===== config.mk =====
export PLATFORM = sky130hd
export DESIGN_NAME = w_buffer_top
export DESIGN_NICKNAME = d
export VERILOG_FILES = /design/src/hw/w_buf_pkg.sv /design/src/hw/w_buffer_top.sv /design/src/hw/w_burst_router.sv /design/src/hw/w_fifo.sv
export SDC_FILE = /design/constraint.sdc
export NUM_CORES = 1
export LEC_CHECK = 0
export ABC_AREA = 1
export BUFFER_PORTS_ARGS = -buffer_cell sky130_fd_sc_hd__buf_2
export CAP_MARGIN = 20
export CORE_UTILIZATION = 50
export DETAILED_ROUTE_END_ITERATION = 7
export PLACE_DENSITY = 0.69
export SYNTH_ARGS = -nofsm -noshare
export SYNTH_HDL_FRONTEND = slang
export SYNTH_HIERARCHICAL = 1
export SYNTH_SLANG_ARGS = --single-unit

===== constraint.sdc =====
create_clock -name axi4_aclk -period 3.2 [get_ports axi4_aclk]
set_input_delay 0.32 -clock axi4_aclk [delete_from_list [all_inputs] [get_ports axi4_aclk]]
set_output_delay 0.32 -clock axi4_aclk [all_outputs]
set_load 0.01 [all_outputs]

===== src/hw/w_buf_pkg.sv =====
package w_buf_pkg;

  // AXI4 W channel widths
  localparam int AXI_DATA_WIDTH = 32;
  localparam int AXI_STRB_WIDTH = AXI_DATA_WIDTH / 8;
  localparam int AXI_USER_WIDTH = 4;
  localparam int AXI_ID_WIDTH   = 4;

  // Buffer depths
  localparam int INPUT_BUFFER_DEPTH  = 4;
  localparam int DECISION_FIFO_DEPTH = 8;

  typedef logic [AXI_DATA_WIDTH-1:0] w_data_t;
  typedef logic [AXI_STRB_WIDTH-1:0] w_strb_t;
  typedef logic [AXI_USER_WIDTH-1:0] w_user_t;
  typedef logic [AXI_ID_WIDTH-1:0]   axi_id_t;

  // One W beat as stored in the input buffer
  typedef struct packed {
    w_data_t data;
    w_strb_t strb;
    w_user_t user;
    logic    last;
  } w_beat_t;

  localparam int BEAT_WIDTH = $bits(w_beat_t);

  // Translation result for one burst
  typedef enum logic {
    ACT_ACCEPT = 1'b0,
    ACT_DROP   = 1'b1
  } tlb_action_e;

  // One queued decision, in burst order
  typedef struct packed {
    tlb_action_e action;
    logic        master;
    axi_id_t     id;
    logic        prefetch;
    logic        hit;
  } w_decision_t;

  localparam int DECISION_WIDTH = $bits(w_decision_t);

  // Router states
  typedef enum logic {
    RS_ROUTE  = 1'b0,
    RS_B_DROP = 1'b1
  } route_state_e;

endpackage


===== src/hw/w_buffer_top.sv =====
`timescale 1ns/1ps

module w_buffer_top (
  input  logic               axi4_aclk,
  input  logic               axi4_arstn,
  // Slave W port
  input  w_buf_pkg::w_data_t s_axi4_wdata_i,
  input  w_buf_pkg::w_strb_t s_axi4_wstrb_i,
  input  w_buf_pkg::w_user_t s_axi4_wuser_i,
  input  logic               s_axi4_wlast_i,
  input  logic               s_axi4_wvalid_i,
  output logic               s_axi4_wready_o,
  // Master W port
  output w_buf_pkg::w_data_t m_axi4_wdata_o,
  output w_buf_pkg::w_strb_t m_axi4_wstrb_o,
  output w_buf_pkg::w_user_t m_axi4_wuser_o,
  output logic               m_axi4_wlast_o,
  output logic               m_axi4_wvalid_o,
  input  logic               m_axi4_wready_i,
  // Requests from the translation unit
  input  logic               l1_accept_i,
  input  logic               l1_drop_i,
  input  logic               l1_master_i,
  input  w_buf_pkg::axi_id_t l1_id_i,
  input  logic               l1_prefetch_i,
  input  logic               l1_hit_i,
  output logic               l1_done_o,
  output logic               input_stall_o,
  output logic               master_select_o,
  // Response sender
  output logic               b_drop_o,
  output w_buf_pkg::axi_id_t id_o,
  output logic               prefetch_o,
  output logic               hit_o,
  input  logic               b_done_i
);

  import w_buf_pkg::*;

  w_beat_t     s_beat;
  w_beat_t     buf_beat;
  logic        buf_valid;
  logic        buf_ready;

  w_decision_t req_decision;
  w_decision_t head_decision;
  logic        l1_req;
  logic        dec_push;
  logic        dec_room;
  logic        dec_valid;
  logic        dec_ready;

  assign s_beat.data = s_axi4_wdata_i;
  assign s_beat.strb = s_axi4_wstrb_i;
  assign s_beat.user = s_axi4_wuser_i;
  assign s_beat.last = s_axi4_wlast_i;

  // Only accept and drop are possible, so one flag picks the opcode
  assign req_decision.action   = l1_accept_i ? ACT_ACCEPT : ACT_DROP;
  assign req_decision.master   = l1_master_i;
  assign req_decision.id       = l1_id_i;
  assign req_decision.prefetch = l1_prefetch_i;
  assign req_decision.hit      = l1_hit_i;

  assign l1_req        = l1_accept_i | l1_drop_i;
  assign dec_push      = l1_req & dec_room;
  assign l1_done_o     = dec_push;
  assign input_stall_o = ~dec_room;

  w_fifo #(
    .DATA_WIDTH (BEAT_WIDTH),
    .DEPTH      (INPUT_BUFFER_DEPTH)
  ) u_input_buf (
    .axi4_aclk  (axi4_aclk),
    .axi4_arstn (axi4_arstn),
    .data_i     (s_beat),
    .valid_i    (s_axi4_wvalid_i),
    .ready_o    (s_axi4_wready_o),
    .data_o     (buf_beat),
    .valid_o    (buf_valid),
    .ready_i    (buf_ready)
  );

  w_fifo #(
    .DATA_WIDTH (DECISION_WIDTH),
    .DEPTH      (DECISION_FIFO_DEPTH)
  ) u_decision_fifo (
    .axi4_aclk  (axi4_aclk),
    .axi4_arstn (axi4_arstn),
    .data_i     (req_decision),
    .valid_i    (dec_push),
    .ready_o    (dec_room),
    .data_o     (head_decision),
    .valid_o    (dec_valid),
    .ready_i    (dec_ready)
  );

  w_burst_router u_burst_router (
    .axi4_aclk        (axi4_aclk),
    .axi4_arstn       (axi4_arstn),
    .beat_i           (buf_beat),
    .beat_valid_i     (buf_valid),
    .beat_ready_o     (buf_ready),
    .decision_i       (head_decision),
    .decision_valid_i (dec_valid),
    .decision_ready_o (dec_ready),
    .m_axi4_wdata_o   (m_axi4_wdata_o),
    .m_axi4_wstrb_o   (m_axi4_wstrb_o),
    .m_axi4_wuser_o   (m_axi4_wuser_o),
    .m_axi4_wlast_o   (m_axi4_wlast_o),
    .m_axi4_wvalid_o  (m_axi4_wvalid_o),
    .m_axi4_wready_i  (m_axi4_wready_i),
    .master_select_o  (master_select_o),
    .b_drop_o         (b_drop_o),
    .id_o             (id_o),
    .prefetch_o       (prefetch_o),
    .hit_o            (hit_o),
    .b_done_i         (b_done_i)
  );

endmodule


===== src/hw/w_burst_router.sv =====
`timescale 1ns/1ps

module w_burst_router (
  input  logic                  axi4_aclk,
  input  logic                  axi4_arstn,
  // Beats from the input buffer
  input  w_buf_pkg::w_beat_t    beat_i,
  input  logic                  beat_valid_i,
  output logic                  beat_ready_o,
  // Head of the decision queue
  input  w_buf_pkg::w_decision_t decision_i,
  input  logic                  decision_valid_i,
  output logic                  decision_ready_o,
  // Master W port
  output w_buf_pkg::w_data_t    m_axi4_wdata_o,
  output w_buf_pkg::w_strb_t    m_axi4_wstrb_o,
  output w_buf_pkg::w_user_t    m_axi4_wuser_o,
  output logic                  m_axi4_wlast_o,
  output logic                  m_axi4_wvalid_o,
  input  logic                  m_axi4_wready_i,
  output logic                  master_select_o,
  // Response sender handshake
  output logic                  b_drop_o,
  output w_buf_pkg::axi_id_t    id_o,
  output logic                  prefetch_o,
  output logic                  hit_o,
  input  logic                  b_done_i
);

  import w_buf_pkg::*;

  route_state_e state_q;
  route_state_e state_d;
  logic         last_valid;

  // Head decision is visible to the response sender at all times
  assign master_select_o = decision_i.master;
  assign id_o            = decision_i.id;
  assign prefetch_o      = decision_i.prefetch;
  assign hit_o           = decision_i.hit;

  assign b_drop_o   = (state_q == RS_B_DROP);
  assign last_valid = beat_valid_i & beat_i.last;

  always_comb begin
    state_d          = state_q;
    beat_ready_o     = 1'b0;
    decision_ready_o = 1'b0;
    m_axi4_wdata_o   = '0;
    m_axi4_wstrb_o   = '0;
    m_axi4_wuser_o   = '0;
    m_axi4_wlast_o   = 1'b0;
    m_axi4_wvalid_o  = 1'b0;

    case (state_q)
      RS_ROUTE: begin
        // Without a decision no beat may move
        if (decision_valid_i) begin
          if (decision_i.action == ACT_ACCEPT) begin
            m_axi4_wdata_o   = beat_i.data;
            m_axi4_wstrb_o   = beat_i.strb;
            m_axi4_wuser_o   = beat_i.user;
            m_axi4_wlast_o   = beat_i.last;
            m_axi4_wvalid_o  = beat_valid_i;
            beat_ready_o     = m_axi4_wready_i;
            // Release the decision with the last forwarded beat
            decision_ready_o = last_valid & m_axi4_wready_i;
          end else begin
            // Swallow the burst, then ask for an error response
            beat_ready_o = 1'b1;
            if (last_valid) begin
              state_d = RS_B_DROP;
            end
          end
        end
      end

      RS_B_DROP: begin
        decision_ready_o = b_done_i;
        if (b_done_i) begin
          state_d = RS_ROUTE;
        end
      end

      default: begin
        state_d = RS_ROUTE;
      end
    endcase
  end

  always_ff @(posedge axi4_aclk or negedge axi4_arstn) begin
    if (!axi4_arstn) begin
      state_q <= RS_ROUTE;
    end else begin
      state_q <= state_d;
    end
  end

endmodule


===== src/hw/w_fifo.sv =====
`timescale 1ns/1ps

module w_fifo #(
  parameter int DATA_WIDTH = 8,
  parameter int DEPTH      = 4
) (
  input  logic                  axi4_aclk,
  input  logic                  axi4_arstn,
  // Push side
  input  logic [DATA_WIDTH-1:0] data_i,
  input  logic                  valid_i,
  output logic                  ready_o,
  // Pop side
  output logic [DATA_WIDTH-1:0] data_o,
  output logic                  valid_o,
  input  logic                  ready_i
);

  localparam int PTR_WIDTH = (DEPTH > 1) ? $clog2(DEPTH) : 1;
  localparam int CNT_WIDTH = $clog2(DEPTH + 1);
  localparam logic [PTR_WIDTH-1:0] LAST_IDX = PTR_WIDTH'(DEPTH - 1);
  localparam logic [CNT_WIDTH-1:0] FULL_CNT = CNT_WIDTH'(DEPTH);

  logic [DATA_WIDTH-1:0] mem [DEPTH];
  logic [PTR_WIDTH-1:0]  wr_ptr_q;
  logic [PTR_WIDTH-1:0]  rd_ptr_q;
  logic [CNT_WIDTH-1:0]  count_q;
  logic                  push;
  logic                  pop;

  // Ready follows the full state only and ignores a pop in the same cycle
  assign ready_o = (count_q != FULL_CNT);
  assign valid_o = (count_q != '0);
  assign data_o  = mem[rd_ptr_q];

  assign push = valid_i & ready_o;
  assign pop  = valid_o & ready_i;

  always_ff @(posedge axi4_aclk) begin
    if (push) begin
      mem[wr_ptr_q] <= data_i;
    end
  end

  always_ff @(posedge axi4_aclk or negedge axi4_arstn) begin
    if (!axi4_arstn) begin
      wr_ptr_q <= '0;
      rd_ptr_q <= '0;
      count_q  <= '0;
    end else begin
      if (push) begin
        wr_ptr_q <= (wr_ptr_q == LAST_IDX) ? '0 : wr_ptr_q + 1'b1;
      end
      if (pop) begin
        rd_ptr_q <= (rd_ptr_q == LAST_IDX) ? '0 : rd_ptr_q + 1'b1;
      end
      // Occupancy only moves when exactly one side transfers
      case ({push, pop})
        2'b10:   count_q <= count_q + 1'b1;
        2'b01:   count_q <= count_q - 1'b1;
        default: count_q <= count_q;
      endcase
    end
  end

endmodule


* After elaboration in Yosys (flattened, before gate mapping)
Memories as Yosys holds them, arrays and structs flattened.
Index checks and enable logic that the tools add are counted.
** Word-level totals
- Register bits :: 18
- Memory bits (writable) :: 228
- Output and inout port bits :: 53
- Word-level logic and storage cells :: 78
- Memories :: 2
** Memories
- u_input_buf.mem :: words 4, width 41, rd ports 1, clocked after memory_dff 0, wr ports 1, line w_fifo.sv:24 : logic [DATA_WIDTH-1:0] mem [DEPTH];
- u_decision_fifo.mem :: words 8, width 8, rd ports 1, clocked after memory_dff 0, wr ports 1, line w_fifo.sv:24
** Cells by class
- $add $sub $neg :: 8
- Equality and inequality tests :: 10
- Mux-type cells :: 37
- Bitwise gates (word level) :: 10
- Reductions and logical operators :: 4
** Operators with widths (number)
- $mux W32 :: 3
- $mux W4 :: 6
- $mux W1 :: 20
- $add A3 B1 Y3 const B :: 3
- $eq A2 B2 Y1 const B :: 4
- $pmux W4 S2 :: 1
- $and A1 B1 Y1 :: 7
- $eq A3 B3 Y1 const B :: 2
- $mux W3 :: 2
- $pmux W3 S2 :: 1
- $add A2 B1 Y2 const B :: 2
- $add A4 B1 Y4 const B :: 1
- $eq A2 B1 Y1 const B :: 2
- $mux W2 :: 2
- $ne A4 B4 Y1 const B :: 1
- $pmux W1 S2 :: 2
- $reduce_bool A2 Y1 :: 2
- $reduce_bool A4 Y1 :: 1
- $sub A4 B1 Y4 const B :: 1
- $ne A3 B3 Y1 const B :: 1
- $reduce_bool A3 Y1 :: 1
- $sub A3 B1 Y3 const B :: 1
- $not A1 Y1 :: 2
- $or A1 B1 Y1 :: 1

* Longest topological paths before layout
- Word-level depth :: 9
- Depth in mapped cells :: 22

* Modules after synthesis
Netlist, hierarchy kept.
** By module, submodules not included
- w_fifo (u_input_buf) :: instances 1, cells each 537, area an instance 7493.4 um^2, sequential area each 5099.9 um^2
- w_fifo (u_decision_fifo) :: instances 1, cells each 297, area an instance 3288.2 um^2, sequential area each 2172.1 um^2
- w_burst_router :: instances 1, cells each 114, area an instance 518.0 um^2, sequential area each 25.0 um^2
- w_buffer_top :: instances 1, cells each 4, area an instance 15.0 um^2, sequential area each 0.0 um^2

* Least setup slack after synthesis
No wires, ideal clock.
- Path type :: reg2reg
- Start point :: register u_input_buf.count_q[0]
- End point :: memory u_input_buf/mem[0][0] (netlist name), enable pin
- Library setup time :: 440 ps
- Arrival :: 2500 ps
- Data required time :: 2760 ps
- Slack :: 261 ps
- Cell stages (with the launch flop) :: 5
- Buffers on the path :: 0
- Period minus slack after synthesis :: 2939 ps
- Cell sequence :: dfrtp_1 inv_2 nand3_1 nand2_1 nor2_1
** On the way
- Cells in the longest elaborated chain, start to end :: 4
** RTL lines
- from (decl) :: line w_fifo.sv:27 : logic [CNT_WIDTH-1:0] count_q;
- from (signal assigned) :: line w_fifo.sv:59 : 2'b10: count_q <= count_q + 1'b1;
- from (signal assigned) :: line w_fifo.sv:60 : 2'b01: count_q <= count_q - 1'b1;
- from (signal assigned) :: line w_fifo.sv:61 : default: count_q <= count_q;
- $ne A3 B3 Y1 :: line w_fifo.sv:32 : assign ready_o = (count_q != FULL_CNT);
- via s_axi4_wready_o :: line w_buffer_top.sv:12 : output logic s_axi4_wready_o,
- $and A1 B1 Y1 :: line w_fifo.sv:36 : assign push = valid_i & ready_o;
- $mux W1 :: line w_fifo.sv:40 : if (push) begin
- $mux W1 (implied by the code) :: line w_fifo.sv:41 : mem[wr_ptr_q] <= data_i;
- to (decl) :: line w_fifo.sv:24
The timed path passes the listed nets, and every way through them passes these cells.

==> impl_metrics.py <==
metrics = {
    "run_status": {
        "status": "finished, violations left",
        "violations": "design-rule violations",
    },
    "logic_synthesis": {
        "syn_avg_cell_area_um2": 11.89,
        "ys_seq_area_frac": 0.6449,
        "synth_fa_ha_area_frac": 0.01791,
        "netlist_instances": 952,
        "synth-main-ff-cell": "edfxtp_1",
        "synth_fp_nets": 1022,
        "synth-simple-area-share": 0.1342,
        "yosysWarnings": 6,
        "syn-cell-area_mm2": 0.01131,
        "synth_xor_area_frac": 0.003870,
        "synth_edf_count": 228,
        "synth_compound_area_frac": 0.1006,
        "ys_async_sr_fraction": 0.07317,
        "synth_top_family_by_area": "simple AND/OR/NAND/NOR gates",
        "ys_types": 33,
        "synth_mux_area_frac": 0,
        "synth-seq-cells": 246,
    },
    "clocking": {
        "max-clock-path-buffers": 3,
        "numCtsBuffers": 26,
        "clk-insertion-delay-late_ns": 0.52,
        "path_clk_slew_ns": 0.06,
        "tritoncts": "done",
        "cts_resized": 0,
        "htreeDepth": 1,
        "numClockSinks": 246,
        "cts_root_buf": "clkbuf_16",
        "postCtsSetupRepairBufs": 0,
    },
    "grt": {
        "grt_max_degree": 164,
        "antenna_found_initial": 1,
        "grtUsageTotal": 0.1844,
        "grt_pass1_vias": 6591,
        "overflow": 0,
        "grt_first_pass_wirelength_um": 33550,
    },
    "place": {
        "portBuffers": 107,
        "placed_area_mm2": 0.01191,
        "dpl.hpwl_um": 12540,
        "globalplace.congestion": 0.8061,
    },
    "floorplanning": {
        "ioPinCount": 108,
        "start_util": 0.5137,
        "die-height_um": 152.4,
        "die-area_mm2": 0.02323,
        "core_area_mm2": 0.02203,
        "fp.dieW_um": 152.4,
        "std_cell_rows": 54,
    },
    "layout": {
        "fill_cells": 1827,
        "stdcell_area_mm2": 0.01276,
        "syn2layout_area_growth_pct": 12.79,
        "fin_nets": 1134,
        "drive_gt1_frac": 0.2652,
        "diodes": 0,
    },
    "worst_setup_path": {
        "crit_type": "reg2out",
        "cp-end-kind": "output port",
        "cp-start-kind": "flip-flop",
        "crit_top_cell": "nand2_1",
        "crit_fanout": 37,
        "crit_slowest_cell": "dfrtp_1",
        "rr_worst_depth": 17,
        "cp_slowest_stage_delay_ns": 0.50,
        "worstPathArrival_ns": 2.55,
        "crit_chain": "buf_4 > o21ai_0 > o21ai_1 > nand2_1 > nand2_1 > inv_2 > nand2_4 > nor2_1 > buf_2",
        "cp_data_required_time_ns": 2.88,
    },
    "routing": {
        "antenna_left": 0,
        "avgRoutedWirePerCell_um": 15.33,
        "avgViaCountPerCell": 4.911,
        "finalWirelength_um": 20870,
        "initialDrtViolationCount": 368,
        "via_count": 6689,
        "drc": 4,
        "drtPass1Iterations": 6,
    },
    "sta": {
        "rsz0062_at_grt": "false",
        "final_hold_viol_count": 0,
        "max_clock_freq_mhz": 348.3,
        "timing.final.crit_share": 0.8972,
        "fin_hold_ws_ns": 0.01776,
        "setup_viol": 0,
        "tns_ns": 0,
        "fin_crit_ns": 2.871,
        "slew_viol_final": 0,
        "fin_skew_ns": 0.007031,
        "worst_pin_slew_ns": 0.9472,
        "slew_headroom": 0.3685,
    },
    "job": {
        "drv_cap": 0,
    },
    "min_path": {
        "min_delay_path_depth": 1,
        "hold_class": "in2reg",
    },
    "power": {
        "leakagePower_nw": 5.420,
        "p_sw_frac": 0.3806,
        "peakVddDrop_mv": 0.5596,
        "power.share.combinational": 0.404,
        "clockPowerShare": 0.227,
        "switchingPower_mw": 4.729,
        "intPower_mw": 7.696,
        "seq_power_share": 0.369,
        "p_per_area_mw_per_mm2": 973.6,
    },
}
cell usage in the layout, fill, tap and decap left out, types with 2 or more instances in the layout:
| cell | netlist | final |
|---|---|---|
| a21oi_1 | 2 | 2 |
| buf_12 | 11 | 3 |
| buf_2 | 13 | 107 |
| buf_4 | 12 | 17 |
| bufinv_16 | 0 | 2 |
| clkbuf_1 | 0 | 6 |
| clkbuf_16 | 0 | 27 |
| clkinv_1 | 1 | 8 |
| clkinv_2 | 0 | 3 |
| dfrtp_1 | 18 | 16 |
| dlygate4sd3_1 | 0 | 5 |
| edfxtp_1 | 228 | 228 |
| fa_1 | 2 | 2 |
| ha_1 | 13 | 13 |
| inv_1 | 145 | 145 |
| inv_2 | 5 | 5 |
| nand2_1 | 218 | 218 |
| nand2_2 | 41 | 41 |
| nand2_4 | 4 | 4 |
| nand3_1 | 10 | 10 |
| nor2_1 | 79 | 75 |
| nor2_4 | 1 | 5 |
| o211ai_1 | 22 | 22 |
| o211ai_2 | 60 | 60 |
| o21ai_0 | 23 | 23 |
| o21ai_1 | 16 | 16 |
| o21ai_2 | 2 | 2 |
| or2_2 | 3 | 3 |
| xnor2_1 | 3 | 3 |
| xor2_1 | 2 | 2 |
cells in the mapped netlist, types with 2 or more instances:
| library cell | instances | share of area |
|---|---|---|
| a21oi_1 | 2 | 0.00088 |
| buf_12 | 11 | 0.019 |
| buf_2 | 13 | 0.0058 |
| buf_4 | 12 | 0.0080 |
| buf_6 | 10 | 0.010 |
| buf_8 | 2 | 0.0027 |
| dfrtp_1 | 18 | 0.040 |
| edfxtp_1 | 228 | 0.61 |
| fa_1 | 2 | 0.0035 |
| ha_1 | 13 | 0.014 |
| inv_1 | 145 | 0.048 |
| inv_2 | 5 | 0.0017 |
| nand2_1 | 218 | 0.072 |
| nand2_2 | 41 | 0.023 |
| nand2_4 | 4 | 0.0040 |
| nand3_1 | 10 | 0.0044 |
| nor2_1 | 79 | 0.026 |
| o211ai_1 | 22 | 0.015 |
| o211ai_2 | 60 | 0.066 |
| o21ai_0 | 23 | 0.010 |
| o21ai_1 | 16 | 0.0071 |
| o21ai_2 | 2 | 0.0015 |
| or2_2 | 3 | 0.0017 |
| xnor2_1 | 3 | 0.0023 |
| xor2_1 | 2 | 0.0015 |
layout make-up:
class | instances | area (um^2) | share of cell area
clock buffers | 33 | 698.2 | 0.05471
inverters | 154 | 595.6 | 0.04667
repair buffers | 132 | 773.2 | 0.06059
well taps | 280 | 350.3 | 0.02745
clock inverters | 13 | 108.9 | 0.008529
flip-flops and latches | 246 | 7302 | 0.5722
multi-input cells | 504 | 2934 | 0.2299
worst max-delay path, delay by kind of cell, from the launching register on:
| kind | cells | cell delay, ns |
|---|---|---|
| compound gates | 2 | 0.25 |
| buf+inv | 3 | 0.54 |
| flops | 1 | 0.50 |
| simple gates | 4 | 0.74 |
power groups by stage:
stage	combinational [mW]	sequential, mW	clock, mW
finish	5.02	4.58	2.82
global route	5.67	4.64	2.99
CTS	5.11	4.58	2.89
detailed placement	5.08	4.64	0
global placement	5.01	4.63	0
floorplan	4.17	4.56	0
repair_timing:
| action | 4_1_cts | 5_1_grt |
|---|---|---|
| hold buffers | 5 | 0 |
| setup endpoints to repair | 0 | 0 |
| endpoints found under the hold margin | 29 | 0 |
stage by stage:
stage	cells	utilization	setup slack, ns	power [mW]
final	1362	0.5794	0.3289	12.43
after global routing	1362	0.5794	0.09828	13.31
after CTS	1362	0.5794	0.2793	12.59
after detailed placement	1311	0.5405	0.3910	9.722
after global placement	1311	0.5405	0.4580	9.634
after floorplan	952	-	0.2609	8.729
metal layers:
layer | vias up | global-route usage | share of wire
met3 | 38 | 0.03185 | 0.048
met4 | 0 | 0.06205 | 0.025
met1 | 3144 | 0.2324 | 0.43
li1 | 3372 | - | -
met5 | - | 0 | 0
met2 | 135 | 0.3228 | 0.50
registers in the layout, indices dropped and copies added (netlist names):
signal and flops:
u_decision_fifo/rd_ptr_q 3, u_decision_fifo/mem 64, u_decision_fifo/count_q 4, u_decision_fifo/wr_ptr_q 3
u_input_buf/mem 164, u_burst_router/b_drop_o 1, u_input_buf/rd_ptr_q 2, u_input_buf/wr_ptr_q 2
u_input_buf/count_q 3
kinds of logic after synthesis:
kind of cell	Yosys count
simple gates	359
flops	246
buf+inv	202
compound gates	125
fa+ha+maj	15
xor+xnor	5
final timing paths:
| path | startpoint | end | slack (ns) |
|---|---|---|---|
| setup reg to reg | u_decision_fifo/rd_ptr_q[0]$_DFFE_PN0P_ | u_decision_fifo/count_q[3]$_DFFE_PN0P_ | 0.36 |
| hold / removal | s_axi4_wdata_i[12] | u_input_buf/mem[3][21]$_DFFE_PP_ | 0.02 |
| hold reg to reg | u_input_buf/count_q[0]$_DFFE_PN0P_ | u_input_buf/count_q[0]$_DFFE_PN0P_ | 0.49 |
| min in group asynchronous | axi4_arstn | u_decision_fifo/wr_ptr_q[1]$_DFFE_PN0P_ | 0.29 |
| max in group asynchronous | axi4_arstn | u_input_buf/rd_ptr_q[0]$_DFFE_PN0P_ | 2.54 |
| setup / recovery | u_decision_fifo/rd_ptr_q[0]$_DFFE_PN0P_ | m_axi4_wdata_o[3] | 0.33 |
Note: power is estimated with default switching activity, not from simulation.
